$ cat src/logic/boot_rom.hex
// one 32-bit instruction word per line, word address 0 to 31 in order
00000093
00100093
00200093
00300093
00400093
00500093
00600093
00700093
00800093
00900093
00A00093
00B00093
00C00093
00D00093
00E00093
00F00093
01000093
01100093
01200093
01300093
01400093
01500093
01600093
01700093
01800093
01900093
01A00093
01B00093
01C00093
01D00093
01E00093
01F00093

$ cat src/logic/fetch_pkg.sv
// shared constants of the instruction fetch subsystem
// address split of the direct-mapped cache, block and ROM sizes
// ROM wait states, reset pc and program image path
`default_nettype none

package fetch_pkg;

	// two words per block, one refill burst per block
	localparam int BLOCK_WORDS_LOG2 = 1;
	localparam int BLOCK_WORDS = 1 << BLOCK_WORDS_LOG2;

	// eight lines, so 64 bytes cached in total
	localparam int LINE_NUM_LOG2 = 3;

	// byte offset inside a block
	// word select sits at bit 2 and up
	localparam int OFFSET_BITS = BLOCK_WORDS_LOG2 + 2;

	// everything above index and offset
	localparam int TAG_BITS = 32 - LINE_NUM_LOG2 - OFFSET_BITS;

	// 32 words of program, addresses wrap at 128 bytes
	localparam int ROM_WORDS_LOG2 = 5;

	// cycles from burst address acceptance to first beat
	localparam int ROM_WAIT = 3;

	// first fetch address after reset
	localparam logic [31:0] RESET_PC = 32'h0000_0000;

	// hex image, one 32-bit word per line
	localparam ROM_IMAGE = "/design/src/logic/boot_rom.hex";

endpackage

`default_nettype wire

$ cat src/logic/boot_rom.sv
// read-only program memory behind the cache
// accepts one block address, waits a fixed number of cycles
// then streams the block word by word and flags the last beat
`timescale 1ns/100ps
`default_nettype none

module boot_rom (
	input  wire         clk,
	input  wire         rst,
	input  wire  [31:0] mem_addr,
	input  wire         mem_valid,
	output logic        mem_ready,
	output logic [31:0] mem_data,
	output logic        mem_data_valid,
	output logic        mem_last,
	input  wire         mem_data_ready
);
	import fetch_pkg::*;

	logic [31:0]                    rom [0:(1 << ROM_WORDS_LOG2)-1];
	logic                           busy;
	logic [$clog2(ROM_WAIT+1)-1:0]  wait_cnt;
	logic [ROM_WORDS_LOG2-1:0]      word_ptr;
	logic [BLOCK_WORDS_LOG2-1:0]    beat_cnt;

	initial begin
		$readmemh(ROM_IMAGE, rom);
	end

	assign mem_ready = !busy;
	assign mem_data  = rom[word_ptr];
	assign mem_last  = mem_data_valid && (beat_cnt == BLOCK_WORDS_LOG2'(BLOCK_WORDS - 1));

	always_ff @(posedge clk) begin
		if (rst) begin
			busy           <= 1'b0;
			mem_data_valid <= 1'b0;
			wait_cnt       <= '0;
			beat_cnt       <= '0;
		end else if (!busy) begin
			if (mem_valid) begin
				busy     <= 1'b1;
				wait_cnt <= '0;
				beat_cnt <= '0;
			end
		end else if (!mem_data_valid) begin
			// wait states before the first beat
			if (wait_cnt == ROM_WAIT - 1) begin
				mem_data_valid <= 1'b1;
			end else begin
				wait_cnt <= wait_cnt + 1'b1;
			end
		end else if (mem_data_ready) begin
			// beat held until taken
			beat_cnt <= beat_cnt + 1'b1;
			if (mem_last) begin
				busy           <= 1'b0;
				mem_data_valid <= 1'b0;
			end
		end
	end

	// block base, wraps at the ROM size
	always_ff @(posedge clk) begin
		if (!busy && mem_valid) begin
			word_ptr <= {mem_addr[2 + BLOCK_WORDS_LOG2 +: ROM_WORDS_LOG2 - BLOCK_WORDS_LOG2],
				{BLOCK_WORDS_LOG2{1'b0}}};
		end else if (mem_data_valid && mem_data_ready) begin
			word_ptr <= word_ptr + 1'b1;
		end
	end

endmodule

`default_nettype wire

$ cat src/logic/fetch_top.sv
// top of the instruction fetch subsystem
// fetch unit, cache control and storage, boot ROM
`timescale 1ns/100ps
`default_nettype none

module fetch_top (
	input  wire         clk,
	input  wire         rst,
	input  wire         redirect_valid,
	input  wire  [31:0] redirect_pc,
	input  wire         flush,
	output logic [31:0] inst,
	output logic [31:0] inst_pc,
	output logic        inst_valid,
	input  wire         inst_ready
);
	import fetch_pkg::*;

	// fetch to cache
	logic [31:0] req_addr;
	logic        req_valid;
	logic        req_ready;
	logic [31:0] rsp_data;
	logic        rsp_valid;
	logic        rsp_ready;

	// cache to ROM
	logic [31:0] mem_addr;
	logic        mem_valid;
	logic        mem_ready;
	logic [31:0] mem_data;
	logic        mem_data_valid;
	logic        mem_last;
	logic        mem_data_ready;

	// controller to store
	logic [31:0]                 rd_addr;
	logic                        rd_hit;
	logic [31:0]                 rd_word;
	logic                        wr_en;
	logic [31:0]                 wr_addr;
	logic [BLOCK_WORDS_LOG2-1:0] wr_word_sel;
	logic [31:0]                 wr_data;
	logic                        wr_line_valid;
	logic                        flush_all;

	fetch_unit u_fetch (
		.clk(clk), .rst(rst),
		.redirect_valid(redirect_valid), .redirect_pc(redirect_pc),
		.req_addr(req_addr), .req_valid(req_valid), .req_ready(req_ready),
		.rsp_data(rsp_data), .rsp_valid(rsp_valid), .rsp_ready(rsp_ready),
		.inst(inst), .inst_pc(inst_pc), .inst_valid(inst_valid), .inst_ready(inst_ready)
	);

	icache_ctrl u_ctrl (
		.clk(clk), .rst(rst), .flush(flush),
		.req_addr(req_addr), .req_valid(req_valid), .req_ready(req_ready),
		.rsp_data(rsp_data), .rsp_valid(rsp_valid), .rsp_ready(rsp_ready),
		.mem_addr(mem_addr), .mem_valid(mem_valid), .mem_ready(mem_ready),
		.mem_data(mem_data), .mem_data_valid(mem_data_valid), .mem_last(mem_last),
		.mem_data_ready(mem_data_ready),
		.rd_addr(rd_addr), .rd_hit(rd_hit), .rd_word(rd_word),
		.wr_en(wr_en), .wr_addr(wr_addr), .wr_word_sel(wr_word_sel), .wr_data(wr_data),
		.wr_line_valid(wr_line_valid), .flush_all(flush_all)
	);

	icache_store u_store (
		.clk(clk), .rst(rst),
		.rd_addr(rd_addr), .rd_hit(rd_hit), .rd_word(rd_word),
		.wr_en(wr_en), .wr_addr(wr_addr), .wr_word_sel(wr_word_sel), .wr_data(wr_data),
		.wr_line_valid(wr_line_valid), .flush_all(flush_all)
	);

	boot_rom u_rom (
		.clk(clk), .rst(rst),
		.mem_addr(mem_addr), .mem_valid(mem_valid), .mem_ready(mem_ready),
		.mem_data(mem_data), .mem_data_valid(mem_data_valid), .mem_last(mem_last),
		.mem_data_ready(mem_data_ready)
	);

endmodule

`default_nettype wire

$ cat src/logic/fetch_unit.sv
// instruction fetch unit
// pc register, one outstanding request to the cache
// redirect with discard of the stale response
// output instruction register on a valid/ready stream
`timescale 1ns/100ps
`default_nettype none

module fetch_unit (
	input  wire         clk,
	input  wire         rst,
	input  wire         redirect_valid,
	input  wire  [31:0] redirect_pc,
	output logic [31:0] req_addr,
	output logic        req_valid,
	input  wire         req_ready,
	input  wire  [31:0] rsp_data,
	input  wire         rsp_valid,
	output logic        rsp_ready,
	output logic [31:0] inst,
	output logic [31:0] inst_pc,
	output logic        inst_valid,
	input  wire         inst_ready
);
	import fetch_pkg::*;

	logic        run;
	logic        pending;
	logic        discard;
	logic [31:0] pc;
	logic [31:0] flight_pc;
	logic        req_fire;
	logic        rsp_fire;
	logic        deliver;

	// first request one cycle after reset
	// then only with nothing in flight and nothing held
	assign req_addr  = pc;
	assign req_valid = run && !pending && !inst_valid;
	assign rsp_ready = !inst_valid;

	assign req_fire = req_valid && req_ready;
	assign rsp_fire = rsp_valid && rsp_ready;
	assign deliver  = inst_valid && inst_ready;

	always_ff @(posedge clk) begin
		if (rst) begin
			run        <= 1'b0;
			pending    <= 1'b0;
			discard    <= 1'b0;
			inst_valid <= 1'b0;
			pc         <= RESET_PC;
		end else begin
			run <= 1'b1;
			if (req_fire) begin
				pending <= 1'b1;
			end else if (rsp_fire) begin
				pending <= 1'b0;
			end
			if (redirect_valid) begin
				// held word is wrong path, drop it
				pc         <= redirect_pc;
				inst_valid <= 1'b0;
				// old request still owes a response
				discard    <= req_fire || (pending && !rsp_fire);
			end else begin
				if (rsp_fire) begin
					discard    <= 1'b0;
					inst_valid <= !discard;
				end
				if (deliver) begin
					inst_valid <= 1'b0;
					pc         <= pc + 32'd4;
				end
			end
		end
	end

	// address in flight, captured instruction
	always_ff @(posedge clk) begin
		if (req_fire) begin
			flight_pc <= pc;
		end
		if (rsp_fire) begin
			inst    <= rsp_data;
			inst_pc <= flight_pc;
		end
	end

endmodule

`default_nettype wire

$ cat src/logic/icache_ctrl.sv
// control of the direct-mapped instruction cache
// idle, respond, address wait and refill states
// hit returns the stored word, miss refills a block by burst
// flush clears all lines, deferred while a request is busy
`timescale 1ns/100ps
`default_nettype none

module icache_ctrl (
	input  wire                                   clk,
	input  wire                                   rst,
	input  wire                                   flush,
	// fetch side
	input  wire  [31:0]                           req_addr,
	input  wire                                   req_valid,
	output logic                                  req_ready,
	output logic [31:0]                           rsp_data,
	output logic                                  rsp_valid,
	input  wire                                   rsp_ready,
	// ROM side
	output logic [31:0]                           mem_addr,
	output logic                                  mem_valid,
	input  wire                                   mem_ready,
	input  wire  [31:0]                           mem_data,
	input  wire                                   mem_data_valid,
	input  wire                                   mem_last,
	output logic                                  mem_data_ready,
	// store side
	output logic [31:0]                           rd_addr,
	input  wire                                   rd_hit,
	input  wire  [31:0]                           rd_word,
	output logic                                  wr_en,
	output logic [31:0]                           wr_addr,
	output logic [fetch_pkg::BLOCK_WORDS_LOG2-1:0] wr_word_sel,
	output logic [31:0]                           wr_data,
	output logic                                  wr_line_valid,
	output logic                                  flush_all
);
	import fetch_pkg::*;

	// state encoding
	localparam logic [1:0] S_IDLE    = 2'd0;
	localparam logic [1:0] S_RESPOND = 2'd1;
	localparam logic [1:0] S_ADDR    = 2'd2;
	localparam logic [1:0] S_REFILL  = 2'd3;

	logic [1:0]                  state;
	logic [31:0]                 miss_addr;
	logic [BLOCK_WORDS_LOG2-1:0] beat_cnt;
	logic [BLOCK_WORDS_LOG2-1:0] want_sel;
	logic                        flush_pend;
	logic                        req_fire;
	logic                        beat_fire;

	// no new request while a flush waits
	assign req_ready = (state == S_IDLE) && !flush && !flush_pend;
	assign req_fire  = req_valid && req_ready;
	assign beat_fire = (state == S_REFILL) && mem_data_valid;

	// store looks up the incoming address
	assign rd_addr = req_addr;

	// flush only applied in idle
	// one cycle, then requests accepted again
	assign flush_all = (state == S_IDLE) && (flush || flush_pend);

	// word the fetch unit asked for
	assign want_sel = miss_addr[2 +: BLOCK_WORDS_LOG2];

	// burst always starts at the block base
	assign mem_addr       = {miss_addr[31:OFFSET_BITS], {OFFSET_BITS{1'b0}}};
	assign mem_valid      = (state == S_ADDR);
	assign mem_data_ready = (state == S_REFILL);

	// every refill beat lands in the store
	assign wr_en         = beat_fire;
	assign wr_addr       = miss_addr;
	assign wr_word_sel   = beat_cnt;
	assign wr_data       = mem_data;
	// line becomes valid with its tag on the last beat
	assign wr_line_valid = beat_fire && mem_last;

	assign rsp_valid = (state == S_RESPOND);

	// state machine and beat counter
	always_ff @(posedge clk) begin
		if (rst) begin
			state    <= S_IDLE;
			beat_cnt <= '0;
		end else begin
			case (state)
				S_IDLE: begin
					if (req_fire) begin
						beat_cnt <= '0;
						if (rd_hit) begin
							state <= S_RESPOND;
						end else begin
							state <= S_ADDR;
						end
					end
				end
				S_RESPOND: begin
					if (rsp_ready) begin
						state <= S_IDLE;
					end
				end
				S_ADDR: begin
					// ROM takes the block address
					if (mem_ready) begin
						state <= S_REFILL;
					end
				end
				S_REFILL: begin
					if (mem_data_valid) begin
						beat_cnt <= beat_cnt + 1'b1;
						if (mem_last) begin
							state <= S_RESPOND;
						end
					end
				end
				default: begin
					state <= S_IDLE;
				end
			endcase
		end
	end

	// flush seen while busy waits for idle
	always_ff @(posedge clk) begin
		if (rst) begin
			flush_pend <= 1'b0;
		end else if (state == S_IDLE) begin
			flush_pend <= 1'b0;
		end else if (flush) begin
			flush_pend <= 1'b1;
		end
	end

	// request address and returned word
	always_ff @(posedge clk) begin
		if (req_fire) begin
			miss_addr <= req_addr;
			rsp_data  <= rd_word;
		end
		// pick the requested word out of the burst
		if (beat_fire && (beat_cnt == want_sel)) begin
			rsp_data <= mem_data;
		end
	end

endmodule

`default_nettype wire

$ cat src/logic/icache_store.sv
// storage of the direct-mapped instruction cache
// per-line valid bit and tag, block data words
// combinational read with hit compare, refill write port and flush
`timescale 1ns/100ps
`default_nettype none

module icache_store (
	input  wire                                   clk,
	input  wire                                   rst,
	input  wire  [31:0]                           rd_addr,
	output logic                                  rd_hit,
	output logic [31:0]                           rd_word,
	input  wire                                   wr_en,
	input  wire  [31:0]                           wr_addr,
	input  wire  [fetch_pkg::BLOCK_WORDS_LOG2-1:0] wr_word_sel,
	input  wire  [31:0]                           wr_data,
	input  wire                                   wr_line_valid,
	input  wire                                   flush_all
);
	import fetch_pkg::*;

	// fields of the read and write addresses
	logic [TAG_BITS-1:0]         rd_tag;
	logic [LINE_NUM_LOG2-1:0]    rd_index;
	logic [BLOCK_WORDS_LOG2-1:0] rd_sel;
	logic [TAG_BITS-1:0]         wr_tag;
	logic [LINE_NUM_LOG2-1:0]    wr_index;

	// one valid bit and one tag per line
	logic [(1 << LINE_NUM_LOG2)-1:0] line_valid;
	logic [TAG_BITS-1:0]             tag_mem [0:(1 << LINE_NUM_LOG2)-1];
	// words kept line after line, word select in the low address bits
	logic [31:0] data_mem [0:(1 << (LINE_NUM_LOG2 + BLOCK_WORDS_LOG2))-1];

	// tag | index | word | byte
	assign rd_tag   = rd_addr[OFFSET_BITS + LINE_NUM_LOG2 +: TAG_BITS];
	assign rd_index = rd_addr[OFFSET_BITS +: LINE_NUM_LOG2];
	assign rd_sel   = rd_addr[2 +: BLOCK_WORDS_LOG2];
	assign wr_tag   = wr_addr[OFFSET_BITS + LINE_NUM_LOG2 +: TAG_BITS];
	assign wr_index = wr_addr[OFFSET_BITS +: LINE_NUM_LOG2];

	// hit needs a valid line and a matching tag
	assign rd_hit  = line_valid[rd_index] && (tag_mem[rd_index] == rd_tag);
	assign rd_word = data_mem[{rd_index, rd_sel}];

	// valid bits, flush wins over a line fill
	always_ff @(posedge clk) begin
		if (rst) begin
			line_valid <= '0;
		end else if (flush_all) begin
			line_valid <= '0;
		end else if (wr_line_valid) begin
			line_valid[wr_index] <= 1'b1;
		end
	end

	// tag written with the last refill beat
	always_ff @(posedge clk) begin
		if (wr_line_valid) begin
			tag_mem[wr_index] <= wr_tag;
		end
		if (wr_en) begin
			data_mem[{wr_index, wr_word_sel}] <= wr_data;
		end
	end

endmodule

`default_nettype wire

$ cat config.mk
export PLATFORM = sky130hd
export DESIGN_NAME = fetch_top
export DESIGN_NICKNAME = d
export VERILOG_FILES = /design/src/logic/fetch_pkg.sv /design/src/logic/boot_rom.sv /design/src/logic/fetch_top.sv /design/src/logic/fetch_unit.sv /design/src/logic/icache_ctrl.sv /design/src/logic/icache_store.sv
export SDC_FILE = /design/constraint.sdc
export NUM_CORES = 1
export LEC_CHECK = 0
export ABC_AREA = 0
export ABC_CLOCK_PERIOD_IN_PS = 3500
export BUFFER_PORTS_ARGS = -buffer_cell sky130_fd_sc_hd__buf_2
export CAP_MARGIN = 30
export CELL_PAD_IN_SITES_DETAIL_PLACEMENT = 0
export CELL_PAD_IN_SITES_GLOBAL_PLACEMENT = 1
export CORE_ASPECT_RATIO = 0.9
export CORE_MARGIN = 2
export CORE_UTILIZATION = 46
export DETAILED_ROUTE_END_ITERATION = 10
export GPL_TIMING_DRIVEN = 0
export PLACE_DENSITY = 0.75
export RECOVER_POWER = 100
export SLEW_MARGIN = 30
export SYNTH_ARGS = -nofsm -noshare
export SYNTH_HDL_FRONTEND = slang
export SYNTH_SLANG_ARGS = --single-unit
export TNS_END_PERCENT = 100
$ cat constraint.sdc
create_clock -name clk -period 3.5 [get_ports clk]
set_input_delay 0.875 -clock clk [delete_from_list [all_inputs] [get_ports clk]]
set_output_delay 0.875 -clock clk [all_outputs]
set_load 0.01 [all_outputs]
==> results.md <==
- The run finished, with violations left.
- The final reports fail on capacitance limit, slew limit.
- The max-cap violation count is 5.
- around 100 I/O pins were placed.
- The smallest setup slack after layout is ~230 ps.
- In this run the horizontal extent of the chip is between 150 and 200 um.
- The starting density of the core is about 47%.
- Measured against its own limit, the worst slew margin works out to -30.9%.
- The detailed router finished its first iteration with ~630 violations.
- For the pin with the worst max-slew slack, the measured transition is slightly below 2000 ps.
- Across the routed clock network, the largest skew measured is between 10 and 15 ps.
- The count of nets left with antenna violations once routing finished came out at 0.
- Global routing consumed, on the met3 layer, under 10% of the routing resources.
- Measured along the y axis, the die boundary spans 163 um.
- In this run the mean area of a mapped cell was ~17 um^2.
- The netlist uses 52 different library cells.
- Routability-driven placement finished with a final weighted congestion of a little over 0.8.
- The minimum period implied by the final worst setup slack is roughly 3300 ps.
- The total global routing track utilization is between 15 and 20%.
- The startpoint type of the worst setup path is a flop.
- Dividing the detail-routed via count by the number of cells gives 5.43.
- The summed area of non-filler cells in the final layout is around 0.015 mm^2.
- The wire length of the first global-routing pass is between 40000 and 50000 um.
- In the final routed layout, each cell accounts on average for between 20 and 25 um.
- The count of vias placed by the detailed router is 7160.
- The overflow left after global routing is 0.
- The worst flop-to-flop path startpoint is u_ctrl.state[1].
- In this run the clock root is driven by a clkbuf_16.
- met2 is the most crowded layer.
- STA puts the critical path data required time at around 3800 ps.
- The hold-critical path depth is 0.
- The number of endpoints with negative hold slack in the final report came to 0.
- The maximum buffer depth of the clock tree is 3.
- In the routed design, unresolved DRC markers number 0.
- For this design, the sink count on the clock tree is around 330.
- TritonCTS built the clock tree.
- The number of port buffers is 69.
- The library cell with the largest summed area after synthesis is edfxtp_1.
- The proportion of synthesized chip area in sequential cells is 71.3%.
- The total clock buffers created by CTS is 31.
- Once placement finished, the instance area stood at ~0.014 mm^2.
- The worst-case IR drop observed on VDD is approximately 350 uV.
- In the final design database the tool counted roughly 970 nets.
- Yosys printed 0 warnings.
- The maximum fanout along the worst path is 8.
- The number of enable flip-flop cells after synthesis is around 270.
- At the placement stage, the worst setup path has a slack of 38.5 ps.
- The end point of the critical path is u_store.tag_mem[1][21].
- The start point of the worst hold path is u_ctrl.wr_addr[1].
- The floorplan has 58 rows.
- The maximum number of pins on one net before global-route repair is 36.
- The worst setup path is of the flop to flop kind.
- Before antenna repair, the detailed router went through 5 iterations.
- Among all flip-flop cells after synthesis, the most frequent one is edfxtp_1.
- The final cycle utilization of the critical path is between 90% and 100%.
- In the synthesized netlist, the number of instances is between 700 and 800.
- The met1 layer usage reported by global route is ~28%.
- The startpoint of the worst setup timing path is u_ctrl.state[1].
- The endpoint identified for the worst register-to-register timing path is u_store.tag_mem[1][21].
- The number of cells on the worst reg-to-reg path is 8.
- In this run the static leakage power is between 5 and 6 nW.
- In this run the power density over the cells is about 540 mW/mm^2.
- The HPWL after detailed placement is between 20000 and 25000 um.
- The class of the tightest hold or removal check is flop to flop.
- After synthesis, the cell types taking the most area are edfxtp_1, mux4_2, dfxtp_1, mux2i_1, xor2_1.
- The fraction of registers with async set/reset is 0%.
- Setup repair after global routing left no endpoint under its margin.
- The area growth from synthesis to layout is 16.2%.
- Clock-pin slew was measured on the worst setup and hold paths at ~60 ps.
- The count of endpoints failing setup in the final report is 0.
- The kind of capture point of the worst setup path is a flop.
- The repair_antennas step left the layout with diodes totalling 0.
- Counting flops and latches in the post-synthesis netlist gives 327.
- Data on the critical path arrives at its endpoint at ~3500 ps.
- Buffers added to address setup during post-CTS repair amount to 0.
- In this run the standard cell core region covers 0.0279 mm^2.
- For this design, the CTS-stage hold fixing added 0 buffers.
- The reg2reg setup slack is between 200 and 250 ps.
- The CTS H-tree depth is 1.
- The share of post-route cells with drive strength above 1 is approximately 21%.
- The initial antenna violation count came to 0.
- Global routing used between 30% and 40% of the available met2 tracks.
- The top cell type by area accounts for 62.8% of the synthesized area.
- The highest clock rate is between 0.3 and 0.4 GHz.
- The number of global-route vias before repair is approximately 7000.
- Across all hold checks on the routed design, the worst slack comes to between 400 and 500 ps.
- After detailed routing, the total wire length is 29200 um.
- The max-slew violation count is a little under 90.
- Summing every instance area after synthesis gives approximately 0.013 mm^2.
- The latest clock arrival within the worst-skew pair is 560 ps.
- The die covers just under 0.03 mm^2.
flip-flops by register name, summed over array words and instances (netlist names), named ones only:
register,flops
u_fetch.run,1
u_rom.mem_data_valid,1
u_store.line_valid,8
u_store.tag_mem,208
u_fetch.inst_valid,1
u_ctrl.wr_addr,32
u_rom.beat_cnt,1
u_fetch.pending,1
u_fetch.req_addr,32
u_fetch.discard,1
u_fetch.inst_pc,32
u_rom.busy,1
u_rom.wait_cnt,2
u_ctrl.flush_pend,1
u_ctrl.state,2
cell families after synthesis:
group / after synthesis / share of synthesized area (%)
DFF: 327 / 71.3
and+or+nand+nor: 177 / 6.52
muxes: 90 / 11.8
buffers and inverters: 74 / 3.61
AOI/OAI and AO/OA: 58 / 2.88
xor gates and xnor gates: 54 / 3.64
adders and majority gates: 2 / 0.193
other: 1 / 0.0289
worst max-delay path, cell delays in order, from the launching register on:
cell	delay, ps
dfxtp_1	300
clkbuf_1	260
and3_1	250
and2_0	300
nand2_1	180
nor3_1	740
clkbuf_1	410
clkbuf_2	340
buf_6	180
through the flow:
stage                     total power (W)  util (%)  cells  TNS, ps
final                             0.00822      54.2   1318        0
after global routing              0.00848      54.2   1318        0
after CTS                         0.00829      54.9   1318        0
after detailed placement          0.00493      51.2   1261        0
after global placement            0.00492      49.9   1243  -233080
after floorplan                   0.00475         -    814        0
synth_stat cells (all sizes together), types with 2 or more instances:
cell type and instances:
mux2 4, inv 11, mux4 50, o21ai 4, clkbuf 12, mux2i 36
nor4 7, edfxtp 272, and4 5, a21boi 2, o21a 9, nor2b 2
xnor2 22, o22ai 2, ha 2, buf 51, and3 6, nor3 10
nand4 9, dfxtp 55, nand3 16, nor2 54, o2111ai 3, a211oi 4
nand2b 7, or3 4, nand2 48, xor2 32, nor4b 2, a21oi 26
or4 2
worst min path at each step:
stage / end / slack, ps
after floorplan: u_fetch.inst_pc[0] / 400
after global placement: u_fetch.inst_pc[1] / 400
after detailed placement: u_fetch.inst_pc[1] / 410
after CTS: u_fetch.inst_pc[1] / 420
after global routing: u_fetch.inst_pc[2] / 440
final: u_fetch.inst_pc[1] / 420
where the power goes:
| part | internal (W) | total, W | switching (W) |
|---|---|---|---|
| logic | 0.000191 | 0.000457 | 0.000266 |
| registers | 0.00429 | 0.00438 | 0.0000909 |
| clock network | 0.00200 | 0.00338 | 0.00138 |
| total | 0.00648 | 0.00822 | 0.00174 |
per-layer routing:
metal / vias up / wire, um
met5: - / 0
met4: 0 / 669
met3: 51 / 1830
met2: 213 / 13600
met1: 3661 / 13200
li1: 3235 / -
cell type report:
class	count	area (um^2)
Fill cell	2298	12800
Sequential cell	327	9270
Multi-Input combinational cell	413	3380
Clock buffer	41	853
Timing Repair Buffer	87	500
Tap cell	360	450
Buffer	63	429
Clock inverter	16	179
Inverter	11	41.3
cells in the final DEF (no fill, tap or decap), drive strengths merged, types with 3 or more instances in the layout:
cell type,Yosys,layout
mux4,50,50
conb,1,32
clkinv,0,11
o21ai,4,4
nand2b,7,7
nand2,48,48
a211oi,4,4
mux2,4,4
buf,51,88
or3,4,4
dfxtp,55,55
and4,5,5
edfxtp,272,272
nand4,9,9
nor3,10,10
and3,6,6
nand3,16,16
mux2i,36,36
nor2,54,54
a21oi,26,26
bufinv,0,4
clkbuf,12,103
o2111ai,3,3
inv,11,12
o21a,9,9
xor2,32,32
nor4,7,7
xnor2,22,22
repair_timing:
| item | CTS | global route |
|---|---|---|
| endpoints found under the setup margin | 0 | 2 |
| gates resized for setup | 0 | 1 |
| hold endpoints to repair | 0 | 0 |
No activity file was read; power rests on OpenSTA's default activity.
